`src/source/videopac_pkg.sv`:
```
/*
 * Shared widths, divider ratios, size thresholds and enums for the cartridge path.
 * Imported by every module of the console cartridge wrapper.
 */
`default_nettype none

package videopac_pkg;

	//////////////////////////////////////////////////
	// Bus and memory widths
	//////////////////////////////////////////////////

	// 16 KB cartridge ROM
	localparam int ROM_ADDR_W  = 14;
	localparam int DATA_W      = 8;
	// Console side sees a 4 KB window
	localparam int CART_ADDR_W = 12;
	// Byte counter for the image size
	localparam int SIZE_W      = 16;

	//////////////////////////////////////////////////
	// Clock enable periods in clk_sys cycles
	//////////////////////////////////////////////////

	localparam int DIV_W = 4;

	// CPU runs at sys/8 on NTSC, sys/12 on PAL
	localparam logic [DIV_W-1:0] NTSC_CPU_DIV = 4'd8;
	localparam logic [DIV_W-1:0] PAL_CPU_DIV  = 4'd12;
	// VDC runs at sys/6 on NTSC, sys/10 on PAL
	localparam logic [DIV_W-1:0] NTSC_VDC_DIV = 4'd6;
	localparam logic [DIV_W-1:0] PAL_VDC_DIV  = 4'd10;

	// Image sizes that switch to a banked layout
	localparam logic [SIZE_W-1:0] SIZE_4K  = 16'd4096;
	localparam logic [SIZE_W-1:0] SIZE_8K  = 16'd8192;
	localparam logic [SIZE_W-1:0] SIZE_16K = 16'd16384;

	//////////////////////////////////////////////////
	// Enums
	//////////////////////////////////////////////////

	// Download index from the host
	typedef enum logic [1:0] {
		slot_boot = 2'd0,
		slot_cart = 2'd1,
		slot_xrom = 2'd2,
		slot_font = 2'd3
	} download_slot_e;

	// Cartridge layout picked from the loaded image
	typedef enum logic [2:0] {
		kind_plain,
		kind_4k,
		kind_8k,
		kind_16k,
		kind_xrom
	} cart_kind_e;

endpackage

`default_nettype wire

```
`src/source/cart_bus_mapper.sv`:
```
/*
 * Maps the console cartridge bus onto the ROM address and read enable.
 * Layout depends on the cartridge kind reported by the loader.
 */
`timescale 1ns/1ps
`default_nettype none

module cart_bus_mapper (
	input  videopac_pkg::cart_kind_e             cart_kind_i,
	input  logic [videopac_pkg::CART_ADDR_W-1:0] cart_addr_i,
	input  logic                                 cart_bs0_i,
	input  logic                                 cart_bs1_i,
	input  logic                                 cart_psen_n_i,
	input  logic                                 cart_cs_n_i,
	output logic [videopac_pkg::ROM_ADDR_W-1:0]  rom_raddr_o,
	output logic                                 rom_re_o
);

	import videopac_pkg::*;

	// Low 1 KB of the window, shared by the banked layouts
	logic [9:0]             addr_lo;
	// A11 selects the upper 2 KB half
	logic                   addr_hi;
	// Full 4 KB window
	logic [CART_ADDR_W-1:0] addr_full;
	// XROM read qualifier
	logic                   xrom_re;

	assign addr_lo   = cart_addr_i[9:0];
	assign addr_hi   = cart_addr_i[11];
	assign addr_full = cart_addr_i;

	//////////////////////////////////////////////////
	// Address layouts
	//////////////////////////////////////////////////

	// A10 is skipped except in the 12-bit layouts
	always_comb begin
		case (cart_kind_i)
			kind_4k: begin
				// One bank line, two 2 KB banks
				rom_raddr_o = ROM_ADDR_W'({cart_bs0_i, addr_hi, addr_lo});
			end
			kind_8k: begin
				// Four 2 KB banks
				rom_raddr_o = ROM_ADDR_W'({cart_bs1_i, cart_bs0_i, addr_hi, addr_lo});
			end
			kind_16k: begin
				// Four 4 KB banks, A10 in use
				rom_raddr_o = {cart_bs1_i, cart_bs0_i, addr_full};
			end
			kind_xrom: begin
				// Linear, no banking
				rom_raddr_o = ROM_ADDR_W'(addr_full);
			end
			default: begin
				// Plain 2 KB image
				rom_raddr_o = ROM_ADDR_W'({addr_hi, addr_lo});
			end
		endcase
	end

	//////////////////////////////////////////////////
	// Read enable
	//////////////////////////////////////////////////

	// XROM answers data reads, but not when cs_n and bs0 are both high
	assign xrom_re = cart_psen_n_i & ~(cart_cs_n_i & cart_bs0_i);

	// Program fetch with psen_n low for all other kinds
	always_comb begin
		if (cart_kind_i == kind_xrom) begin
			rom_re_o = xrom_re;
		end else begin
			rom_re_o = ~cart_psen_n_i;
		end
	end

endmodule

`default_nettype wire

```
`config.mk`:
```
export PLATFORM = sky130hd
export DESIGN_NAME = cart_bus_mapper
export DESIGN_NICKNAME = d
export VERILOG_FILES = /design/src/source/videopac_pkg.sv /design/src/source/cart_bus_mapper.sv
export SDC_FILE = /design/constraint.sdc
export NUM_CORES = 1
export LEC_CHECK = 0
export ABC_AREA = 1
export CAP_MARGIN = 20
export CORE_AREA = 2 2 39 41
export DETAILED_ROUTE_END_ITERATION = 8
export DIE_AREA = 0 0 41 43
export DONT_BUFFER_PORTS = 1
export PLACE_DENSITY = 0.37
export SLEW_MARGIN = 15
export SYNTH_ARGS = -nofsm -noshare
export SYNTH_HDL_FRONTEND = slang
export SYNTH_SLANG_ARGS = --single-unit
```
`constraint.sdc`:
```
create_clock -name vclk -period 0.8
set_input_delay 0.12 -clock vclk [all_inputs]
set_output_delay 0.12 -clock vclk [all_outputs]
set_load 0.005 [all_outputs]
```
* Word-level counts from Yosys, hierarchy flattened
Index checks and enable logic that the tools add are counted.
Cells by class: add/subtract/negate cells 0, multiply operators 0, divide/modulo/power cells 0, magnitude comparators 0, eq/ne operators 4, shifts and indexed selects 0, muxes and demuxes 2, bitwise gates (word level) 4, reduce and logical (&&, ||, !) cells 0
Operator list (number):
- 14-bit one-hot mux with 4 select lines | 1
- 3-bit by 2-bit equality test with 1-bit output (second input constant) | 2
- 3-bit by 1-bit equality test with 1-bit output (second input constant) | 1
- 3-bit equality test (second input constant) | 1
- 1-bit AND | 2
- 1-bit NOT | 2
- 1-bit two-way mux | 1
Word-level totals: flip-flop bits (word level) 0, latch bits 0, memory bits (writable) 0, memory bits (read-only) 0, input port bits 19, output and inout bits 15, logic and storage cells 10, memories 0

* Longest topological paths before layout
word-level depth 4, mapped depth 4

* Worst setup path after synthesis
Ideal clock, no wire load.
path type input-to-output, from input cart_kind_i[0], to output rom_raddr_o[10] (netlist bit), arrival time 0.459 ns, required time 0.680 ns, slack 0.221 ns, stages on the path 3, path buffers 0, cells stage by stage o21ai_0 nand3_1 nand2_1
Between the ends: cells in the longest elaborated chain, start to end 2, elaborated cells between the ends (all ways) 5, those cells by class eq/ne (4); mux (1)
RTL lines:
- from (decl) | line cart_bus_mapper.sv:9 | input videopac_pkg::cart_kind_e cart_kind_i,
- 3-bit equality test, or another cell as far along | line cart_bus_mapper.sv:40 | case (cart_kind_i)
- 14-bit one-hot mux with 4 select lines (*) | line cart_bus_mapper.sv:40
- to (decl) | line cart_bus_mapper.sv:15 | output logic [videopac_pkg::ROM_ADDR_W-1:0] rom_raddr_o,
Mark *: on every way between the ends. The rest lies on a longest branch, timed or not.

* Final worst setup path
Same ends and word-level chain as after synthesis.

==> results.ini <==
[die]
start_util_pct = 13.7
rows = 14
dieArea_um2 = 1760
die_h_um = 43
core_um2 = 1380
die_w_um = 41
io-pin-count = 34

[detailed_routing]
wire_per_inst_um = 10.4
vias = 144
dr.pass1.iters = 2
routed_wl_um = 426
antenna_left = 0
drt_iter0_drc = 1
viasPerCell = 3.51
drc = 0

[grt]
grtUsageTotal_pct = 4.40
antenna_found_initial = 0
grt_pass1_vias = 140
grt.overflow.total = 0
grt_max_degree = 6
grt_pass1_wl_um = 572

[critical_path]
max_stage_delay_ns = 0.20
required_ns = 0.68
path_cells = o21ai_0 -> nand3_1 -> nand2_1
critPathArrivalTime_ns = 0.51
critPathSlowestCell = o21ai_0
path_class = in2out
critPathMaxFanout = 4
cp-start-kind = primary input
cp-end-kind = primary output

[cells_and_area]
seq_cell_count = 0
n_clock_buffer = 0
seqCellArea_um2 = 0
nNetsFinal = 46
design_area_um2 = 134
area_growth_pct = -29.1
postLayoutCoreUtil_pct = 9.67
num_antenna_cells = 0
layout-drive-gt1-share_pct = 8.00

[power]
seqPwrFrac_pct = 0
ir_drop_mv = 0.0552
combPwrFrac_pct = 100.0
leakage_nw = 0.0735
power.density_nw_per_um2 = 357
clkPwrFrac_pct = 0
p_sw_uw = 30.4
p_int_uw = 17.4
switching_share_pct = 63.6

[synthesis]
yosys.area.top_type_share_pct = 39.7
yosys.area_share.adder_pct = 0
synth-compound-area-share_pct = 7.95
synth_cell_types = 10
yosys.area.top_type = buf_4
synth_commonest_cells = 10 x buf_4, 8 x nand2_1, 5 x inv_1
synth_xor_area_share_pct = 0
synthCells = 35
synth_top_family_by_area = buffers and inverters
synth.area.mux_share_pct = 0
synth_nets = 54
yosysSeqAreaShare_pct = 0
synth.most_common_cell = buf_4
avgSynthCellArea_um2 = 5.40
yosys.area_share.simple_pct = 40.4
synthTopCellsByArea = buf_4 40%, nand2_1 16%, nand3_1 11%
yosysWarnings = 0
netlist_area_um2 = 189

[clock_network]
post_cts_buffers = 0
ctsHoldBuffers = 0
cts_resized = 0

[placement]
place_area_um2 = 134
port_buffers = 0
globalplace.congestion = 0.607
place_hpwl_um = 388

[flow_run]
cap_violations = 0

[timing]
finalHoldViolations = 0
fin_crit_sh_pct = 78.9
fmax_ghz = 1.58
tns_ns = 0
rsz0062_at_grt = no
maxSlewViolCount = 0
fin_crit_ns = 0.631
relSlewSlack_pct = 85.3
tightest_slew_ns = 0.218
setup-violations-final = 0

[outcome]
status = finished, final reports clean

[hold_path]
hp-class = in2out

placed cells by master, fill, tap and decap left out:
cell     count
nor2_1       1
nand3_2      1
o21ai_1      2
o21ai_0      1
nand4_1      2
inv_2        1
inv_1        5
nand2_1      8
nand3_1      4
cells by family after synthesis:
logic type,count (synthesis)
and+or+nand+nor,16
buffers and inverters,16
AOI/OAI and AO/OA,3
per-layer routing:
layer | routed length (um) | global-route usage (%) | up-vias
li1 | - | - | 82
met1 | 177 | 6.65 | 52
met2 | 169 | 5.94 | 10
met3 | 79 | 1.57 | 0
met4 | 0 | 0.667 | 0
met5 | 0 | 0 | -
path summary, 6_finish.rpt:
| kind | depth (start not counted) | start | slack [ns] | endpoint |
|---|---|---|---|---|
| setup / recovery | 3 | cart_kind_i[0] | 0.17 | rom_raddr_o[10] |
| hold / removal | 0 | cart_addr_i[0] | 0.24 | rom_raddr_o[0] |
critical path, delay by kind of cell:
kind               cells  cell delay [ns]
and+or+nand+nor        2             0.20
AOI/OAI and AO/OA      1             0.20
power by group through the flow:
stage	Clock, mW	Sequential (mW)	Combinational (mW)
2_1_floorplan	0	0	0.0814
6_report	0	0	0.0478
4_1_cts	0	0	0.0490
3_5_place_dp	0	0	0.0489
3_3_place_gp	0	0	0.0491
5_1_grt	0	0	0.0558
stage by stage:
stage          setup slack (ns)  hold WS, ns  instances  total power, mW
2_1_floorplan             0.221        0.311         35           0.0814
3_3_place_gp              0.160        0.240         41           0.0491
3_5_place_dp              0.150        0.240         41           0.0489
4_1_cts                   0.150        0.240         41           0.0490
5_1_grt                  0.0612        0.240         41           0.0558
6_report                  0.169        0.240         41           0.0478
area by class of cell:
cell class / count / area (um^2)
multi-input combinational: 19 / 91.3
tap: 16 / 20.0
inverter: 6 / 22.5
fill: 172 / 1250
(Power assumes the default switching activity.)
