`src/source/videopac_pkg.sv`:
```
/*
 * Shared widths, divider ratios, size thresholds and enums for the cartridge path.
 * Imported by every module of the console cartridge wrapper.
 */
`default_nettype none

package videopac_pkg;

	//////////////////////////////////////////////////
	// Bus and memory widths
	//////////////////////////////////////////////////

	// 16 KB cartridge ROM
	localparam int ROM_ADDR_W  = 14;
	localparam int DATA_W      = 8;
	// Console side sees a 4 KB window
	localparam int CART_ADDR_W = 12;
	// Byte counter for the image size
	localparam int SIZE_W      = 16;

	//////////////////////////////////////////////////
	// Clock enable periods in clk_sys cycles
	//////////////////////////////////////////////////

	localparam int DIV_W = 4;

	// CPU runs at sys/8 on NTSC, sys/12 on PAL
	localparam logic [DIV_W-1:0] NTSC_CPU_DIV = 4'd8;
	localparam logic [DIV_W-1:0] PAL_CPU_DIV  = 4'd12;
	// VDC runs at sys/6 on NTSC, sys/10 on PAL
	localparam logic [DIV_W-1:0] NTSC_VDC_DIV = 4'd6;
	localparam logic [DIV_W-1:0] PAL_VDC_DIV  = 4'd10;

	// Image sizes that switch to a banked layout
	localparam logic [SIZE_W-1:0] SIZE_4K  = 16'd4096;
	localparam logic [SIZE_W-1:0] SIZE_8K  = 16'd8192;
	localparam logic [SIZE_W-1:0] SIZE_16K = 16'd16384;

	//////////////////////////////////////////////////
	// Enums
	//////////////////////////////////////////////////

	// Download index from the host
	typedef enum logic [1:0] {
		slot_boot = 2'd0,
		slot_cart = 2'd1,
		slot_xrom = 2'd2,
		slot_font = 2'd3
	} download_slot_e;

	// Cartridge layout picked from the loaded image
	typedef enum logic [2:0] {
		kind_plain,
		kind_4k,
		kind_8k,
		kind_16k,
		kind_xrom
	} cart_kind_e;

endpackage

`default_nettype wire

```
`src/source/console_clock_enables.sv`:
```
/*
 * CPU and VDC clock enable pulses derived from clk_sys.
 * Ratios follow pal_i; a change of standard restarts both dividers.
 */
`timescale 1ns/1ps
`default_nettype none

module console_clock_enables (
	input  logic clk_sys,
	input  logic reset,
	input  logic pal_i,
	output logic clk_cpu_en_o,
	output logic clk_vdc_en_o
);

	import videopac_pkg::*;

	// Divider counters
	logic [DIV_W-1:0] cpu_cnt;
	logic [DIV_W-1:0] vdc_cnt;
	// Last count before wrap, per standard
	logic [DIV_W-1:0] cpu_last;
	logic [DIV_W-1:0] vdc_last;
	// Previous standard, for change detect
	logic             pal_q;
	logic             pal_change;

	always_comb begin
		cpu_last = pal_i ? PAL_CPU_DIV - 4'd1 : NTSC_CPU_DIV - 4'd1;
		vdc_last = pal_i ? PAL_VDC_DIV - 4'd1 : NTSC_VDC_DIV - 4'd1;
	end

	assign pal_change = pal_i != pal_q;

	//////////////////////////////////////////////////
	// Dividers
	//////////////////////////////////////////////////

	always_ff @(posedge clk_sys or posedge reset) begin
		if (reset) begin
			pal_q        <= 1'b0;
			cpu_cnt      <= '0;
			vdc_cnt      <= '0;
			clk_cpu_en_o <= 1'b0;
			clk_vdc_en_o <= 1'b0;
		end else begin
			pal_q <= pal_i;
			if (pal_change) begin
				// New standard, full period before the next pulse
				cpu_cnt      <= '0;
				vdc_cnt      <= '0;
				clk_cpu_en_o <= 1'b0;
				clk_vdc_en_o <= 1'b0;
			end else begin
				// CPU divider
				if (cpu_cnt >= cpu_last) begin
					cpu_cnt      <= '0;
					clk_cpu_en_o <= 1'b1;
				end else begin
					cpu_cnt      <= cpu_cnt + 4'd1;
					clk_cpu_en_o <= 1'b0;
				end
				// VDC divider
				if (vdc_cnt >= vdc_last) begin
					vdc_cnt      <= '0;
					clk_vdc_en_o <= 1'b1;
				end else begin
					vdc_cnt      <= vdc_cnt + 4'd1;
					clk_vdc_en_o <= 1'b0;
				end
			end
		end
	end

endmodule

`default_nettype wire

```
`config.mk`:
```
export PLATFORM = sky130hd
export DESIGN_NAME = console_clock_enables
export DESIGN_NICKNAME = d
export VERILOG_FILES = /design/src/source/videopac_pkg.sv /design/src/source/console_clock_enables.sv
export SDC_FILE = /design/constraint.sdc
export NUM_CORES = 1
export LEC_CHECK = 0
export CAP_MARGIN = 0
export CORE_AREA = 2 2 39 41
export CTS_BUF_LIST = sky130_fd_sc_hd__clkbuf_16
export DETAILED_ROUTE_END_ITERATION = 7
export DIE_AREA = 0 0 41 43
export DONT_BUFFER_PORTS = 1
export PLACE_DENSITY_LB_ADDON = 0.05
export SYNTH_ARGS = -nofsm -noshare
export SYNTH_HDL_FRONTEND = slang
export SYNTH_SLANG_ARGS = --single-unit
```
`constraint.sdc`:
```
create_clock -name clk_sys -period 2.1 [get_ports clk_sys]
set_input_delay 0.21 -clock clk_sys [delete_from_list [all_inputs] [get_ports clk_sys]]
set_output_delay 0.21 -clock clk_sys [all_outputs]
set_load 0.1 [all_outputs]
```
# ---- After elaboration in Yosys (flattened, before gate mapping)
# Cells that the tools add are included.
dict set report word_totals {
  regBits 11
  out_inout_bits 2
}
dict set report op_classes {
  n_mux 10
  n_eq_ne 1
  n_addsub 2
  n_lt_le_gt_ge 2
}
# cell count
set ops {}
lappend ops {{$mux 4} 6}
lappend ops {{$add 4x1->4 const B} 2}
lappend ops {{$ge 4x4->1} 2}
lappend ops {{$mux 1} 4}
lappend ops {{$ne 1x1->1} 1}

# ---- Longest topological paths before layout
dict set report logic_depth {
  ltp_word 4
  depth_mapped 5
  mapped_depth_nobuf 5
}

# ---- Worst setup path before layout
# Ideal clock, no wire load.
dict set report synth_path {
  kind {reg2reg}
  start {register vdc_cnt[3]}
  end {register clk_vdc_en_o}
  setup_ns 0.120
  path_stages_with_launch 5
  slack_ns 0.885
  t_arrival_ns 1.095
  n_path_buf 0
  required_time_ns 1.980
  path_cell_list {dfrtp_1 > ha_1 > a21oi_1 > o21ai_0 > and2_2}
}
dict set report synth_via {
  elab_chain_cells 3
}
# element line_no
set synth_lines {}
lappend synth_lines {{start: declaration} console_clock_enables.sv:20} ;# logic [DIV_W-1:0] vdc_cnt;
lappend synth_lines {{start signal: assignment} console_clock_enables.sv:68} ;# vdc_cnt <= vdc_cnt + 4'd1;
lappend synth_lines {{$ge 4x4->1} console_clock_enables.sv:64} ;# if (vdc_cnt >= vdc_last) begin
lappend synth_lines {{$mux 1} console_clock_enables.sv:64}
lappend synth_lines {{$mux 1} console_clock_enables.sv:48} ;# if (pal_change) begin
lappend synth_lines {{end signal: assignment} console_clock_enables.sv:53} ;# clk_vdc_en_o <= 1'b0;
lappend synth_lines {{end signal: assignment} console_clock_enables.sv:66} ;# clk_vdc_en_o <= 1'b1;
lappend synth_lines {{end signal: assignment} console_clock_enables.sv:69} ;# clk_vdc_en_o <= 1'b0;
lappend synth_lines {{end: declaration} console_clock_enables.sv:13} ;# output logic clk_vdc_en_o
# No other way between the ends.

# ---- Worst setup path after layout
# Same ends and word-level chain as after synthesis.

==> out/results.ini <==
[cts]
cts_made_buffers = 3
clock-root-buffer = clkbuf_16
cts_resized = 0
clk_latency_ns = 0.24
post_cts_buffers = 0
clock_path_buffers = 2
tritoncts = built
cts.sinks = 11
ctsHtreeMaxLevel = 1
cts_hold_buffers = 1
path_clk_slew_ns = 0.04

[placed_design]
numPortBuffers = 0
place_hpwl_um = 628
gp_congestion = 0.658

[yosys]
syn_area_um2 = 559
synth_top_area_share_pct = 49.2
synth_top_area_cell = dfrtp_1
ys_types = 17
ys_ff_latch = 11
yosys-top-cells-area = dfrtp_1 49%, ha_1 18%, nor2_1 4.7%
yosysSeqAreaShare_pct = 49.2
async_reset_ff_share_pct = 100
syn_avg_cell_area_um2 = 11.2
synth_most_common_cell = dfrtp_1
synthFlopType = dfrtp_1
synth.top_cells.by_count = 11 x dfrtp_1, 8 x ha_1, 7 x nor2_1
synth_cells = 50
synth_fp_nets = 61
synth_edf_count = 0
ys_warn_count = 0

[setup_path]
required_ns = 2.22
cp_cell_sequence = ha_1 > a21oi_1 > o21ai_0 > and2_2
crit_fanout = 2
crit_slowest_cell = dfrtp_1
worst_setup_path_start_kind = flop
crit_start = vdc_cnt[3]
cp_data_arrival_time_ns = 1.41
slowest_delay_ns = 0.39
critPathKind = flop to flop
r2r_start = vdc_cnt[3]
end_kind = flop

[power_and_ir_drop]
p_per_area_nw_per_um2 = 1060
p_leak_uw = 0.000357
fin_total_pwr_uw = 733
vdd_drop_max_v = 0.000443

[floorplanning]
die_area_um2 = 1760
die_y_um = 43
io_pins = 5
start_util_pct = 40.4
rows = 14
die_x_um = 41
coreArea_um2 = 1380

[finish]
syn2layout_area_growth_pct = 23.9
final_nets = 70
diodes = 0
layout-drive-gt1-share_pct = 17.2
final_util_pct = 50.1

[routing]
firstDrtPassIters = 3
ant_nets = 0
via_per_inst = 4.78
wl_per_cell_um = 11.3
initialDrtViolationCount = 4
routed_wl_um = 837
drc = 0
vias = 354

[worst_hold_path]
min_path_type = input port to flop
holdCritStartpoint = pal_i

[timing]
clock_skew_ns = 0.00277
hold_violations = 0
finalSetupTns_ns = 0
setup_viol = 0
fin_crit_sh_pct = 61.0
grt_setup_unrepaired = false
fmax_mhz = 780
maxSlewHeadroom_pct = 72.2
timing.final.crit_period_ns = 1.28
drv_slew = 0
worst_slew_pin_slew_ns = 0.416

[global_routing]
grt_pass1_wl_mm = 1.54
grt_overflow = 0
antenna_found_initial = 0
track_usage_pct = 13.5
grt_max_degree = 12
grt_pass1_vias = 397

[run]
cap_violations = 0

[status]
outcome = finished, final reports clean

-- cell type report --
cell class | count | area, um^2
Fill cell | 135 | 691
Sequential cell | 11 | 275
Multi-Input combinational cell | 33 | 262
Clock buffer | 3 | 75.1
Timing Repair Buffer | 4 | 35.0
Inverter | 6 | 22.5
Tap cell | 16 | 20.0
Clock inverter | 1 | 3.75
-- critical path, delay by kind of cell (launching register included) --
| family | cells | cell delay, ns |
|---|---|---|
| flip-flops | 1 | 0.39 |
| adder cells (fa/ha/maj) | 1 | 0.30 |
| AO/OA/AOI/OAI | 2 | 0.29 |
| AND/OR/NAND/NOR | 1 | 0.19 |
-- flip-flops by register name (all words and copies together), names as in the netlist --
register,cells
vdc_cnt,4
pal_q,1
clk_vdc_en_o,1
clk_cpu_en_o,1
cpu_cnt,4
-- worst paths after layout --
kind,slack (ns),depth (start not counted),end
setup / recovery,0.82,4,clk_vdc_en_o
hold / removal,0.23,2,clk_cpu_en_o
setup reg to reg,0.82,4,clk_vdc_en_o
hold reg to reg,0.47,1,cpu_cnt[0]
max in group asynchronous,1.40,2,clk_cpu_en_o
min in group asynchronous,0.41,2,vdc_cnt[1]
-- logic make-up (layout without fill, tap and decap cells) --
| kind of cell | count (synthesis) | count (layout) | share of synthesized area [%] |
|---|---|---|---|
| xor gates and xnor gates | 5 | 5 | 9.17 |
| buffers and inverters | 6 | 14 | 4.03 |
| DFF | 11 | 11 | 49.2 |
| AOI/OAI and AO/OA | 5 | 5 | 6.26 |
| adders and majority gates | 8 | 8 | 17.9 |
| and+or+nand+nor | 15 | 15 | 13.4 |
-- per-layer routing --
layer	vias up	GRT usage [%]	routed length (um)
li1	178	-	-
met5	-	0	0
met2	5	20.6	420
met4	0	8.00	0
met3	0	4.71	37
met1	171	15.3	379
-- through the flow --
step / std cells / hold WS (ns) / cell area, um^2 / setup slack (ns)
final: 74 / 0.227 / 693 / 0.818
after global routing: 74 / 0.229 / 693 / 0.725
after CTS: 73 / 0.000167 / 683 / 0.806
after detailed placement: 68 / 0.118 / 594 / 0.813
after global placement: 68 / 0.101 / 594 / 0.875
after floorplan: 50 / 0.0624 / 559 / 0.885
-- report_power, final --
group / switching, uW / internal [uW] / total (uW)
combinational: 78.5 / 49.9 / 128
sequential: 23.5 / 240 / 264
clock: 91.0 / 250 / 341
-- cell usage in the layout (no fill, tap or decap), drive strengths merged --
cell type	Yosys	final
a21oi	2	2
inv	6	7
ha	8	8
a21boi	1	1
and2	1	1
dlygate4sd3	0	2
nor2b	1	1
xnor2	3	3
o21ai	1	1
nand2	1	1
clkbuf	0	3
nor2	8	8
xor2	2	2
buf	0	2
o211ai	1	1
nand3	4	4
dfrtp	11	11
(Power assumes the default switching activity.)
