### config.mk
export PLATFORM = sky130hd
export DESIGN_NAME = cart_loader
export DESIGN_NICKNAME = d
export VERILOG_FILES = /design/src/source/videopac_pkg.sv /design/src/source/cart_loader.sv
export SDC_FILE = /design/constraint.sdc
export NUM_CORES = 1
export LEC_CHECK = 0
export BUFFER_PORTS_ARGS = -buffer_cell sky130_fd_sc_hd__buf_2
export CORE_MARGIN = 10
export CORE_UTILIZATION = 40
export DETAILED_ROUTE_END_ITERATION = 6
export PLACE_DENSITY = 0.81
export SLEW_MARGIN = 20
export SYNTH_ARGS = -nofsm -noshare
export SYNTH_HDL_FRONTEND = slang
export SYNTH_SLANG_ARGS = --single-unit
### constraint.sdc
create_clock -name clk_sys -period 3.65 [get_ports clk_sys]
set_input_delay 0.365 -clock clk_sys [delete_from_list [all_inputs] [get_ports clk_sys]]
set_output_delay 0.365 -clock clk_sys [all_outputs]
set_load 0.02 [all_outputs]
### src/source/videopac_pkg.sv
/*
 * Shared widths, divider ratios, size thresholds and enums for the cartridge path.
 * Imported by every module of the console cartridge wrapper.
 */
`default_nettype none

package videopac_pkg;

	//////////////////////////////////////////////////
	// Bus and memory widths
	//////////////////////////////////////////////////

	// 16 KB cartridge ROM
	localparam int ROM_ADDR_W  = 14;
	localparam int DATA_W      = 8;
	// Console side sees a 4 KB window
	localparam int CART_ADDR_W = 12;
	// Byte counter for the image size
	localparam int SIZE_W      = 16;

	//////////////////////////////////////////////////
	// Clock enable periods in clk_sys cycles
	//////////////////////////////////////////////////

	localparam int DIV_W = 4;

	// CPU runs at sys/8 on NTSC, sys/12 on PAL
	localparam logic [DIV_W-1:0] NTSC_CPU_DIV = 4'd8;
	localparam logic [DIV_W-1:0] PAL_CPU_DIV  = 4'd12;
	// VDC runs at sys/6 on NTSC, sys/10 on PAL
	localparam logic [DIV_W-1:0] NTSC_VDC_DIV = 4'd6;
	localparam logic [DIV_W-1:0] PAL_VDC_DIV  = 4'd10;

	// Image sizes that switch to a banked layout
	localparam logic [SIZE_W-1:0] SIZE_4K  = 16'd4096;
	localparam logic [SIZE_W-1:0] SIZE_8K  = 16'd8192;
	localparam logic [SIZE_W-1:0] SIZE_16K = 16'd16384;

	//////////////////////////////////////////////////
	// Enums
	//////////////////////////////////////////////////

	// Download index from the host
	typedef enum logic [1:0] {
		slot_boot = 2'd0,
		slot_cart = 2'd1,
		slot_xrom = 2'd2,
		slot_font = 2'd3
	} download_slot_e;

	// Cartridge layout picked from the loaded image
	typedef enum logic [2:0] {
		kind_plain,
		kind_4k,
		kind_8k,
		kind_16k,
		kind_xrom
	} cart_kind_e;

endpackage

`default_nettype wire

### src/source/cart_loader.sv
/*
 * Download tracker that steers image bytes into the cartridge ROM,
 * counts the stored bytes and classifies the layout for the bus mapper.
 */
`timescale 1ns/1ps
`default_nettype none

module cart_loader (
	input  logic                            clk_sys,
	input  logic                            reset,
	input  logic                            download_i,
	input  logic                            download_wr_i,
	input  videopac_pkg::download_slot_e    download_index_i,
	input  logic [videopac_pkg::ROM_ADDR_W-1:0] download_addr_i,
	input  logic [videopac_pkg::DATA_W-1:0] download_data_i,
	output logic                            rom_we_o,
	output logic [videopac_pkg::ROM_ADDR_W-1:0] rom_waddr_o,
	output logic [videopac_pkg::DATA_W-1:0] rom_wdata_o,
	output videopac_pkg::cart_kind_e        cart_kind_o,
	output logic                            busy_o
);

	import videopac_pkg::*;

	logic              download_q;
	logic              start;
	logic              slot_ok;
	logic              store;
	logic [SIZE_W-1:0] size_cnt;
	logic              xrom_q;

	//////////////////////////////////////////////////
	// Write filter
	//////////////////////////////////////////////////

	// Rising edge of the download level
	assign start   = download_i & ~download_q;
	// Font slot has no target here
	assign slot_ok = download_index_i != slot_font;
	// Start cycle only clears, nothing stored
	assign store   = download_i & download_wr_i & slot_ok & ~start;

	// Straight to the ROM write port, same cycle
	assign rom_we_o    = store;
	assign rom_waddr_o = download_addr_i;
	assign rom_wdata_o = download_data_i;

	// Busy level for the LED
	assign busy_o = download_q;

	//////////////////////////////////////////////////
	// Size count and XROM flag
	//////////////////////////////////////////////////

	always_ff @(posedge clk_sys or posedge reset) begin
		if (reset) begin
			download_q <= 1'b0;
			size_cnt   <= '0;
			xrom_q     <= 1'b0;
		end else begin
			download_q <= download_i;
			if (start) begin
				size_cnt <= '0;
				xrom_q   <= download_index_i == slot_xrom;
			end else if (store) begin
				size_cnt <= size_cnt + 16'd1;
			end
		end
	end

	// Layout from flag and exact byte count
	always_comb begin
		if (xrom_q) begin
			cart_kind_o = kind_xrom;
		end else begin
			case (size_cnt)
				SIZE_4K:  cart_kind_o = kind_4k;
				SIZE_8K:  cart_kind_o = kind_8k;
				SIZE_16K: cart_kind_o = kind_16k;
				default:  cart_kind_o = kind_plain;
			endcase
		end
	end

endmodule

`default_nettype wire

After elaboration in Yosys (flattened, before gate mapping)

Index checks and enable logic that the tools add are counted.

Output and inout bits: 27
Flip-flop bits (word level): 18
Word-level logic and storage cells: 20

Reductions and logical operators: 1
$add $sub $neg: 1
Bitwise gates (word level): 6
Equality and inequality tests: 5
Mux-type cells: 4

Operators with widths:

| operator              | count |
|---|---|
| $mux 16               | 2 |
| $add 16x1->16 const B | 1 |
| $eq 16x13->1 const B  | 1 |
| $eq 16x14->1 const B  | 1 |
| $eq 16x15->1 const B  | 1 |
| $pmux 2 s3            | 1 |
| $and 1x1->1           | 4 |
| $mux 3                | 1 |
| $eq 2x2->1 const B    | 1 |
| $ne 2x2->1 const B    | 1 |
| $not 1->1             | 2 |
| $reduce_bool 2->1     | 1 |

Longest topological paths before layout

Gate-level depths: netlist of the first run.

Depth after elaboration: 6
Gate-level depth with buffers: 5
Depth with buffers taken out: 5

Least setup slack after synthesis of the first run

OpenSTA, ideal clock, no wires.

Kind: flip-flop to output port
From: register size_cnt[2]
To: output port cart_kind_o[0]
Path buffers: 0
Slack: 1,445 ps
Data required time: 3,285 ps
Arrival: 1,840 ps
Cell stages (with the launch flop): 5
Path through: dfrtp_1 -> or4_2 -> nor3_1 -> nand4_1 -> nor3_1

Longest elaborated chain between the ends: 3
Elaborated cells on any way between the ends: 5
Classes of those cells: 3 x eq/ne; 2 x mux

Ends and longest elaborated chain:

| item                                       | line              | source |
|---|---|---|
| start: declaration                         | cart_loader.sv:29 | `logic [SIZE_W-1:0] size_cnt;` |
| start signal: assignment                   | cart_loader.sv:66 | `size_cnt <= size_cnt + 16'd1;` |
| $eq 16x15->1, or another cell as far along | cart_loader.sv:76 | `case (size_cnt)` |
| $pmux 2 s3 (*)                             | cart_loader.sv:76 |  |
| $mux 3 (*)                                 | cart_loader.sv:73 | `if (xrom_q) begin` |
| end: declaration                           | cart_loader.sv:19 | `output videopac_pkg::cart_kind_e cart_kind_o,` |

Mark *: on every way between the ends. The rest lies on a longest branch, timed or not.

Worst setup path after layout of the first run

Ends and elaborated chain as after synthesis.

==> flow_summary.html, run 1 <==
<table>
<tr><th>Metric</th><th>Value</th></tr>
<tr><th colspan="2">CTS</th></tr>
<tr><td>Clock Tree Buf Depth</td><td>2</td></tr>
<tr><td>CTS H-tree depth</td><td>1</td></tr>
<tr><td>Clk slew on worst S/H paths</td><td>about 0.1 ns</td></tr>
<tr><td>Number of cells upsized or downsized after cts</td><td>0</td></tr>
<tr><td>Buffers inserted during post-CTS setup optimization</td><td>0</td></tr>
<tr><td>TritonCTS clock tree</td><td>built</td></tr>
<tr><td>Insertion delay to the later sink of the worst-skew pair</td><td>roughly 0.29 ns</td></tr>
<tr><td>Number of buffers added by the clock tree synthesis step</td><td>3</td></tr>
<tr><td>CTS hold repair buffers</td><td>0</td></tr>
<tr><td>Cell chosen for the clock root</td><td>clkbuf_4</td></tr>
<tr><td>Number of clock sinks</td><td>18</td></tr>
<tr><th colspan="2">Timing</th></tr>
<tr><td>Total Neg Setup Slack</td><td>0 ns</td></tr>
<tr><td>Setup repair after global routing missed its margin</td><td>no</td></tr>
<tr><td>Final cycle utilization of the critical path</td><td>approximately two thirds</td></tr>
<tr><td>Worst path setup slack after routing</td><td>between 1 and 1.5 ns</td></tr>
<tr><td>Post-Route Hold Slack</td><td>around 0.15 ns</td></tr>
<tr><td>Hold violation count in the final report</td><td>0</td></tr>
<tr><td>Fmax achieved</td><td>~400 MHz</td></tr>
<tr><td>Setup-failing EPs final</td><td>0</td></tr>
<tr><td>Clock period minus worst slack</td><td>roughly 2.5 ns</td></tr>
<tr><td>Clock skew</td><td>0.00306 ns</td></tr>
<tr><td>Final-report max-slew violation count</td><td>0</td></tr>
<tr><td>Worst Tran Pin Value</td><td>around 0.93 ns</td></tr>
<tr><td>Max transition margin</td><td>38.1%</td></tr>
<tr><th colspan="2">Synthesis</th></tr>
<tr><td>Number of enable-type register cells in the synthesized netlist</td><td>0</td></tr>
<tr><td>Post-synthesis instance area</td><td>roughly 1200 um^2</td></tr>
<tr><td>Portion of synthesized cell area occupied by the leading cell type</td><td>between 30% and 40%</td></tr>
<tr><td>Cell variety after synth</td><td>32</td></tr>
<tr><td>Multiplexer fraction of the synthesized cell area</td><td>0%</td></tr>
<tr><td>Number of nets in the synthesized netlist</td><td>between 150 and 200</td></tr>
<tr><td>Synthesized-area fraction occupied by xor and xnor cells</td><td>around 5.2%</td></tr>
<tr><td>Complex-gate fraction of the synthesized area</td><td>~10%</td></tr>
<tr><td>Count of yosys warnings during synthesis</td><td>0</td></tr>
<tr><td>Ys async rst share</td><td>100%</td></tr>
<tr><td>Largest cells by area after synthesis</td><td>dfrtp_1, buf_4, nand2_1, xnor2_1, a21oi_1</td></tr>
<tr><td>Flop and latch count out of synthesis</td><td>18</td></tr>
<tr><td>Area leader, netlist</td><td>dfrtp_1</td></tr>
<tr><td>Per-instance average area after synthesis</td><td>roughly 8.9 um^2</td></tr>
<tr><td>Share of the yosys chip area belonging to registers</td><td>about two fifths</td></tr>
<tr><td>Dominant combinational cell family by area after synthesis</td><td>simple AND/OR/NAND/NOR gates</td></tr>
<tr><td>Post-synthesis adder-cell area fraction</td><td>between 2 and 2.5%</td></tr>
<tr><td>Gate Count Post-Synth</td><td>roughly 130</td></tr>
<tr><td>Share of synthesized cell area in and, or, nand and nor gates</td><td>between 20% and 30%</td></tr>
<tr><td>Leading register cell type out of synthesis</td><td>dfrtp_1</td></tr>
<tr><th colspan="2">Placement</th></tr>
<tr><td>DPL Wire Length</td><td>roughly 1.7 mm</td></tr>
<tr><td>Cells after DPL</td><td>about 150</td></tr>
<tr><td>Worst slack at placement</td><td>roughly 1.5 ns</td></tr>
<tr><td>Count of port buffers added during placement</td><td>10</td></tr>
<tr><td>GP Congestion</td><td>0.758</td></tr>
<tr><th colspan="2">Drt</th></tr>
<tr><td>Number of DRC markers in iteration 0</td><td>60</td></tr>
<tr><td>First-pass iteration count of the detailed router</td><td>4</td></tr>
<tr><td>Detail Route Antenna Nets</td><td>0</td></tr>
<tr><td>DR vias/cell</td><td>between 5 and 6</td></tr>
<tr><td>DRC errors left</td><td>0</td></tr>
<tr><td>Average wire per cell in the routed design</td><td>roughly 15 um</td></tr>
<tr><td>Via count</td><td>approximately 850</td></tr>
<tr><td>Wire length reported by the detailed router</td><td>2.26 mm</td></tr>
<tr><th colspan="2">Power and ir drop</th></tr>
<tr><td>Leakage dissipation</td><td>between 0.0004 and 0.0005 uW</td></tr>
<tr><td>VDD IR max</td><td>0.000235 V</td></tr>
<tr><td>PwrDens</td><td>~330 nW/um^2</td></tr>
<tr><th colspan="2">Finish</th></tr>
<tr><td>Net total in the final layout</td><td>150</td></tr>
<tr><td>Number of diodes added for antenna fixing</td><td>0</td></tr>
<tr><td>Commonest non-fill, non-tap cells in the layout</td><td>dfrtp_1, nand2_1, buf_2</td></tr>
<tr><td>Signed area change from the synthesized netlist to the final layout</td><td>-5.99%</td></tr>
<tr><td>Fraction of final layout cells sized beyond drive strength 1</td><td>about 18%</td></tr>
<tr><td>Leading cell type in the layout, fill and taps excluded</td><td>dfrtp_1</td></tr>
<tr><td>Number of cells in the finished layout apart from fillers</td><td>150</td></tr>
<tr><td># fillers</td><td>about 290</td></tr>
<tr><th colspan="2">Floorplanning</th></tr>
<tr><td>Die Height</td><td>between 70 and 80 um</td></tr>
<tr><td>Area of the placeable core</td><td>2780 um^2</td></tr>
<tr><td>Starting density of the core</td><td>a little over two fifths</td></tr>
<tr><td>Row Count</td><td>19</td></tr>
<tr><td>Area of the die</td><td>around 5500 um^2</td></tr>
<tr><td>I/O pin total</td><td>55</td></tr>
<tr><td>Die Width</td><td>74.1 um</td></tr>
<tr><th colspan="2">GRT</th></tr>
<tr><td>Antenna violations before repair</td><td>0</td></tr>
<tr><td>Remaining global-route overflow</td><td>0</td></tr>
<tr><td>Total global routing track utilization</td><td>8.61%</td></tr>
<tr><td>Via count of the first global-routing pass</td><td>880</td></tr>
<tr><td>Wire length of the first global-routing pass</td><td>~3.8 mm</td></tr>
<tr><td>Maximum number of pins on one net before global-route repair</td><td>19</td></tr>
<tr><th colspan="2">Critical path</th></tr>
<tr><td>Cell seen most often among critical-path stages</td><td>nor3_1</td></tr>
<tr><td>Reg2reg setup slack</td><td>~1.7 ns</td></tr>
<tr><td>Slowest stage delay, CP</td><td>0.68 ns</td></tr>
<tr><td>Crit. End Element</td><td>primary output</td></tr>
<tr><td>CP Class</td><td>reg2out</td></tr>
<tr><td>Required time of the worst setup path</td><td>around 3.3 ns</td></tr>
<tr><td>Crit path cell chain</td><td>or4_2, nor3_1, nand4_1, nor3_1, buf_2</td></tr>
<tr><td>Data arrival time of the critical path</td><td>approximately 2.1 ns</td></tr>
<tr><td>Crit path max fanout</td><td>6</td></tr>
<tr><td>Crit path launch type</td><td>flip-flop</td></tr>
<tr><td>Slowest-stage cell, CP</td><td>or4_2</td></tr>
<tr><th colspan="2">Run status</th></tr>
<tr><td>Result of the run</td><td>complete, no violations</td></tr>
<tr><th colspan="2">Hold path</th></tr>
<tr><td>Type of the most critical hold path</td><td>in2async</td></tr>
<tr><th colspan="2">Job</th></tr>
<tr><td>Max Cap Viol</td><td>0</td></tr>
</table>
==> registers in the layout (all words and copies together), names as in the netlist <==
name	count
xrom_q	1
size_cnt	16
busy_o	1
==> final cells by class <==
cell class | instances | area [um^2] | share of cell area, %
tap | 31 | 38.8 | 3.53
timing repair buffer | 10 | 50.0 | 4.55
multi-input combinational | 83 | 509 | 46.3
clock buffer | 4 | 36.3 | 3.30
inverter | 4 | 15.0 | 1.37
sequential | 18 | 450 | 41.0
==> Yosys cell counts, types with 2 or more instances <==
library cell  number
a21oi_1            8
and3_1             2
buf_4             23
clkbuf_1           2
dfrtp_1           18
ha_1               2
inv_1              4
nand2_1           12
nand3_1            5
nand4_1            4
nor2_1             7
nor3_1             5
nor4_1             3
o21ai_0            5
o31ai_1            4
or3_1              2
or3_2              3
or4_1              4
xnor2_1            5
xor2_1             2
==> routing by layer <==
layer  global-route usage, %  up-vias  routed length, um
li1                        -      414                  -
met1                    8.49      409                932
met2                    15.1       13               1100
met3                    3.99       12                179
met4                    3.93        0                 46
met5                       0        -                  0
==> worst paths after layout <==
check,from,cells past startpoint,endpoint
setup / recovery,size_cnt[2],5,cart_kind_o[0]
hold / removal,reset,2,size_cnt[3]
setup reg to reg,size_cnt[2],4,size_cnt[15]
hold reg to reg,xrom_q,2,xrom_q
max in group asynchronous,reset,2,size_cnt[12]
min in group clk_sys,download_i,1,busy_o
==> per-stage QoR <==
stage	instance area, um^2	power (uW)	utilization, %
after CTS	1100	367	39.5
after global routing	1100	382	39.5
after detailed placement	1060	243	38.2
after floorplan	1170	267	-
after global placement	1060	242	38.2
final	1100	362	39.5
==> where the power goes <==
| group | switching, uW | total, uW | internal (uW) |
|---|---|---|---|
| clock network | 62.5 | 123 | 60.8 |
| registers | 4.68 | 208 | 203 |
| logic | 21.0 | 31.1 | 10.1 |
| total | 88.2 | 362 | 274 |
==> critical path: cells and delay by family, from the launching register on <==
kind                   cells  cell delay [ns]
AND/OR/NAND/NOR            4             1.19
buffers and inverters      1             0.19
flip-flops                 1             0.46
==> logic make-up (layout without fill, tap and decap cells) <==
logic type | Yosys count | after routing
buf+inv | 31 | 18
flops | 18 | 18
xor+xnor | 7 | 7
fa+ha+maj | 2 | 2
compound gates | 20 | 20
simple gates | 54 | 54
Note: power is estimated with default switching activity, not from simulation.
==> inputs of run 2 (changes only) <==
Clock period 3.65 ns to 2.5 ns, I/O delays scaled along.
==> run 2 against run 1 <==
Effect of this change:
- setup slack worse by 1.1 ns
- combinational power up 53%
- via count up 3.7%
- cell count up 0.67%
- first-iteration DRC count up 10%
- largest cell class unchanged
- highest routed layer unchanged
==> flow_summary.html, run 2 (synthesis gave the netlist of run 1 again) <==
<table>
<tr><th>Metric</th><th>Value</th></tr>
<tr><th colspan="2">Run status</th></tr>
<tr><td>Result of the run</td><td>complete, no violations</td></tr>
<tr><th colspan="2">Floorplanning</th></tr>
<tr><td>Starting density of the core</td><td>between 40% and 50%</td></tr>
<tr><td>Die Width</td><td>74.1 um</td></tr>
<tr><td>I/O pin total</td><td>55</td></tr>
<tr><td>Area of the placeable core</td><td>2780 um^2</td></tr>
<tr><td>Area of the die</td><td>around 5500 um^2</td></tr>
<tr><td>Die Height</td><td>around 74 um</td></tr>
<tr><td>Row Count</td><td>19</td></tr>
<tr><th colspan="2">Timing</th></tr>
<tr><td>Final-report max-slew violation count</td><td>0</td></tr>
<tr><td>Post-Route Hold Slack</td><td>roughly 0.037 ns</td></tr>
<tr><td>Fmax achieved</td><td>just over 400 MHz</td></tr>
<tr><td>Hold violation count in the final report</td><td>0</td></tr>
<tr><td>Worst Tran Pin Value</td><td>0.677 ns</td></tr>
<tr><td>Clock skew</td><td>about 0.0011 ns</td></tr>
<tr><td>Max transition margin</td><td>a little over half</td></tr>
<tr><td>Setup-failing EPs final</td><td>0</td></tr>
<tr><td>Total Neg Setup Slack</td><td>0 ns</td></tr>
<tr><td>Final cycle utilization of the critical path</td><td>around 97%</td></tr>
<tr><td>Clock period minus worst slack</td><td>2.42 ns</td></tr>
<tr><td>Setup repair after global routing missed its margin</td><td>no</td></tr>
<tr><th colspan="2">Drt</th></tr>
<tr><td>DR vias/cell</td><td>~5.8</td></tr>
<tr><td>Detail Route Antenna Nets</td><td>0</td></tr>
<tr><td>DRC errors left</td><td>0</td></tr>
<tr><td>Number of DRC markers in iteration 0</td><td>66</td></tr>
<tr><td>Via count</td><td>around 880</td></tr>
<tr><td>Wire length reported by the detailed router</td><td>2.28 mm</td></tr>
<tr><td>First-pass iteration count of the detailed router</td><td>5</td></tr>
<tr><td>Average wire per cell in the routed design</td><td>around 15 um</td></tr>
<tr><th colspan="2">Finish</th></tr>
<tr><td>Largest register by flop count</td><td>size_cnt</td></tr>
<tr><td>Leading cell type in the layout, fill and taps excluded</td><td>dfrtp_1</td></tr>
<tr><td>Fraction of final layout cells sized beyond drive strength 1</td><td>about 20%</td></tr>
<tr><td>Number of cells in the finished layout apart from fillers</td><td>roughly 150</td></tr>
<tr><td># fillers</td><td>276</td></tr>
<tr><td>Number of flip-flops in the largest register</td><td>16</td></tr>
<tr><td>Signed area change from the synthesized netlist to the final layout</td><td>-4.81%</td></tr>
<tr><td>Net total in the final layout</td><td>151</td></tr>
<tr><td>Commonest non-fill, non-tap cells in the layout</td><td>dfrtp_1, nand2_1, buf_2</td></tr>
<tr><td>Number of diodes added for antenna fixing</td><td>0</td></tr>
<tr><th colspan="2">GRT</th></tr>
<tr><td>Wire length of the first global-routing pass</td><td>between 3 and 4 mm</td></tr>
<tr><td>Antenna violations before repair</td><td>0</td></tr>
<tr><td>Maximum number of pins on one net before global-route repair</td><td>19</td></tr>
<tr><td>Total global routing track utilization</td><td>8.36%</td></tr>
<tr><td>Remaining global-route overflow</td><td>0</td></tr>
<tr><td>Via count of the first global-routing pass</td><td>approximately 850</td></tr>
<tr><th colspan="2">Critical path</th></tr>
<tr><td>Crit path max fanout</td><td>6</td></tr>
<tr><td>Crit. End Element</td><td>primary output</td></tr>
<tr><td>Required time of the worst setup path</td><td>approximately 2.3 ns</td></tr>
<tr><td>Crit path launch type</td><td>flip-flop</td></tr>
<tr><td>CP Class</td><td>reg2out</td></tr>
<tr><td>Data arrival time of the critical path</td><td>about 2.2 ns</td></tr>
<tr><th colspan="2">Hold path</th></tr>
<tr><td>Type of the most critical hold path</td><td>in2async</td></tr>
<tr><th colspan="2">Power and ir drop</th></tr>
<tr><td>Leakage dissipation</td><td>roughly 0.00047 uW</td></tr>
<tr><td>PwrDens</td><td>477 nW/um^2</td></tr>
<tr><td>Overall power after layout</td><td>531 uW</td></tr>
<tr><td>VDD IR max</td><td>0.000252 V</td></tr>
<tr><th colspan="2">Placement</th></tr>
<tr><td>Cells after DPL</td><td>between 100 and 150</td></tr>
<tr><td>DPL Wire Length</td><td>1.73 mm</td></tr>
<tr><td>Count of port buffers added during placement</td><td>10</td></tr>
<tr><td>GP Congestion</td><td>between 0.7 and 0.8</td></tr>
<tr><th colspan="2">CTS</th></tr>
<tr><td>CTS H-tree depth</td><td>1</td></tr>
<tr><td>Clk slew on worst S/H paths</td><td>0.10 ns</td></tr>
<tr><td>TritonCTS clock tree</td><td>built</td></tr>
<tr><td>Buffers inserted during post-CTS setup optimization</td><td>0</td></tr>
<tr><td>Insertion delay to the later sink of the worst-skew pair</td><td>around 0.29 ns</td></tr>
<tr><td>Number of buffers added by the clock tree synthesis step</td><td>3</td></tr>
<tr><td>Cell chosen for the clock root</td><td>clkbuf_4</td></tr>
<tr><td>Clock Tree Buf Depth</td><td>2</td></tr>
<tr><td>Number of clock sinks</td><td>18</td></tr>
<tr><th colspan="2">Job</th></tr>
<tr><td>Max Cap Viol</td><td>0</td></tr>
</table>
==> run 2: cell count changes in the layout (fill, tap and decap cells not counted) <==
cell	before	now
dfrtp_2	0	1
nor3_1	5	4
buf_4	0	1
nor3_2	0	1
dfrtp_1	18	17
==> run 2: layout make-up <==
| type | instances | area (um^2) | area share, % |
|---|---|---|---|
| Inverter | 4 | 15.0 | 1.35 |
| Sequential cell | 18 | 452 | 40.6 |
| Multi-Input combinational cell | 83 | 514 | 46.2 |
| Clock buffer | 4 | 36.3 | 3.26 |
| Tap cell | 31 | 38.8 | 3.48 |
| Timing Repair Buffer | 11 | 57.6 | 5.17 |
==> run 2: layer usage <==
layer	wire, um	up-vias	track usage, %
met3	216	10	3.86
met4	39	0	2.90
met5	0	-	0
met1	928	414	9.26
li1	-	420	-
met2	1100	35	13.8
==> run 2: per-stage QoR <==
step / utilization, % / setup slack, ns / area (um^2)
after floorplan: - / 0.410 / 1170
after global placement: 38.5 / 0.513 / 1070
after detailed placement: 38.5 / 0.435 / 1070
after CTS: 39.8 / 0.0944 / 1110
after global routing: 40.0 / 0.00965 / 1110
final: 40.0 / 0.0848 / 1110
==> run 2: power breakdown <==
| part | total [uW] | switching [uW] | internal [uW] |
|---|---|---|---|
| clock network | 181 | 92.0 | 88.8 |
| registers | 303 | 6.45 | 296 |
| logic | 47.5 | 31.5 | 16.0 |
| total | 531 | 130 | 401 |
==> run 2: worst paths after layout <==
path	from	end	slack (ns)	cells past startpoint
max	size_cnt[2]	cart_kind_o[0]	0.08	5
min	reset	size_cnt[7]	0.04	2
max reg2reg	size_cnt[0]	size_cnt[15]	0.59	4
min reg2reg	xrom_q	xrom_q	0.52	2
max in group asynchronous	reset	size_cnt[2]	1.99	2
min in group clk_sys	download_i	busy_o	0.13	1
==> run 2: worst max-delay path, cell delays in order, from the launching register on <==
cell     delay (ns)
dfrtp_2        0.46
or4_2          0.67
nor3_1         0.16
nand4_1        0.18
nor3_1         0.21
buf_2          0.19
==> run 2: timing repair <==
item                                   in CTS  in global routing
resized for setup                           0                  2
hold buffers                                0                  0
endpoints found under the hold margin       0                  0
setup endpoints to repair                   0                  2
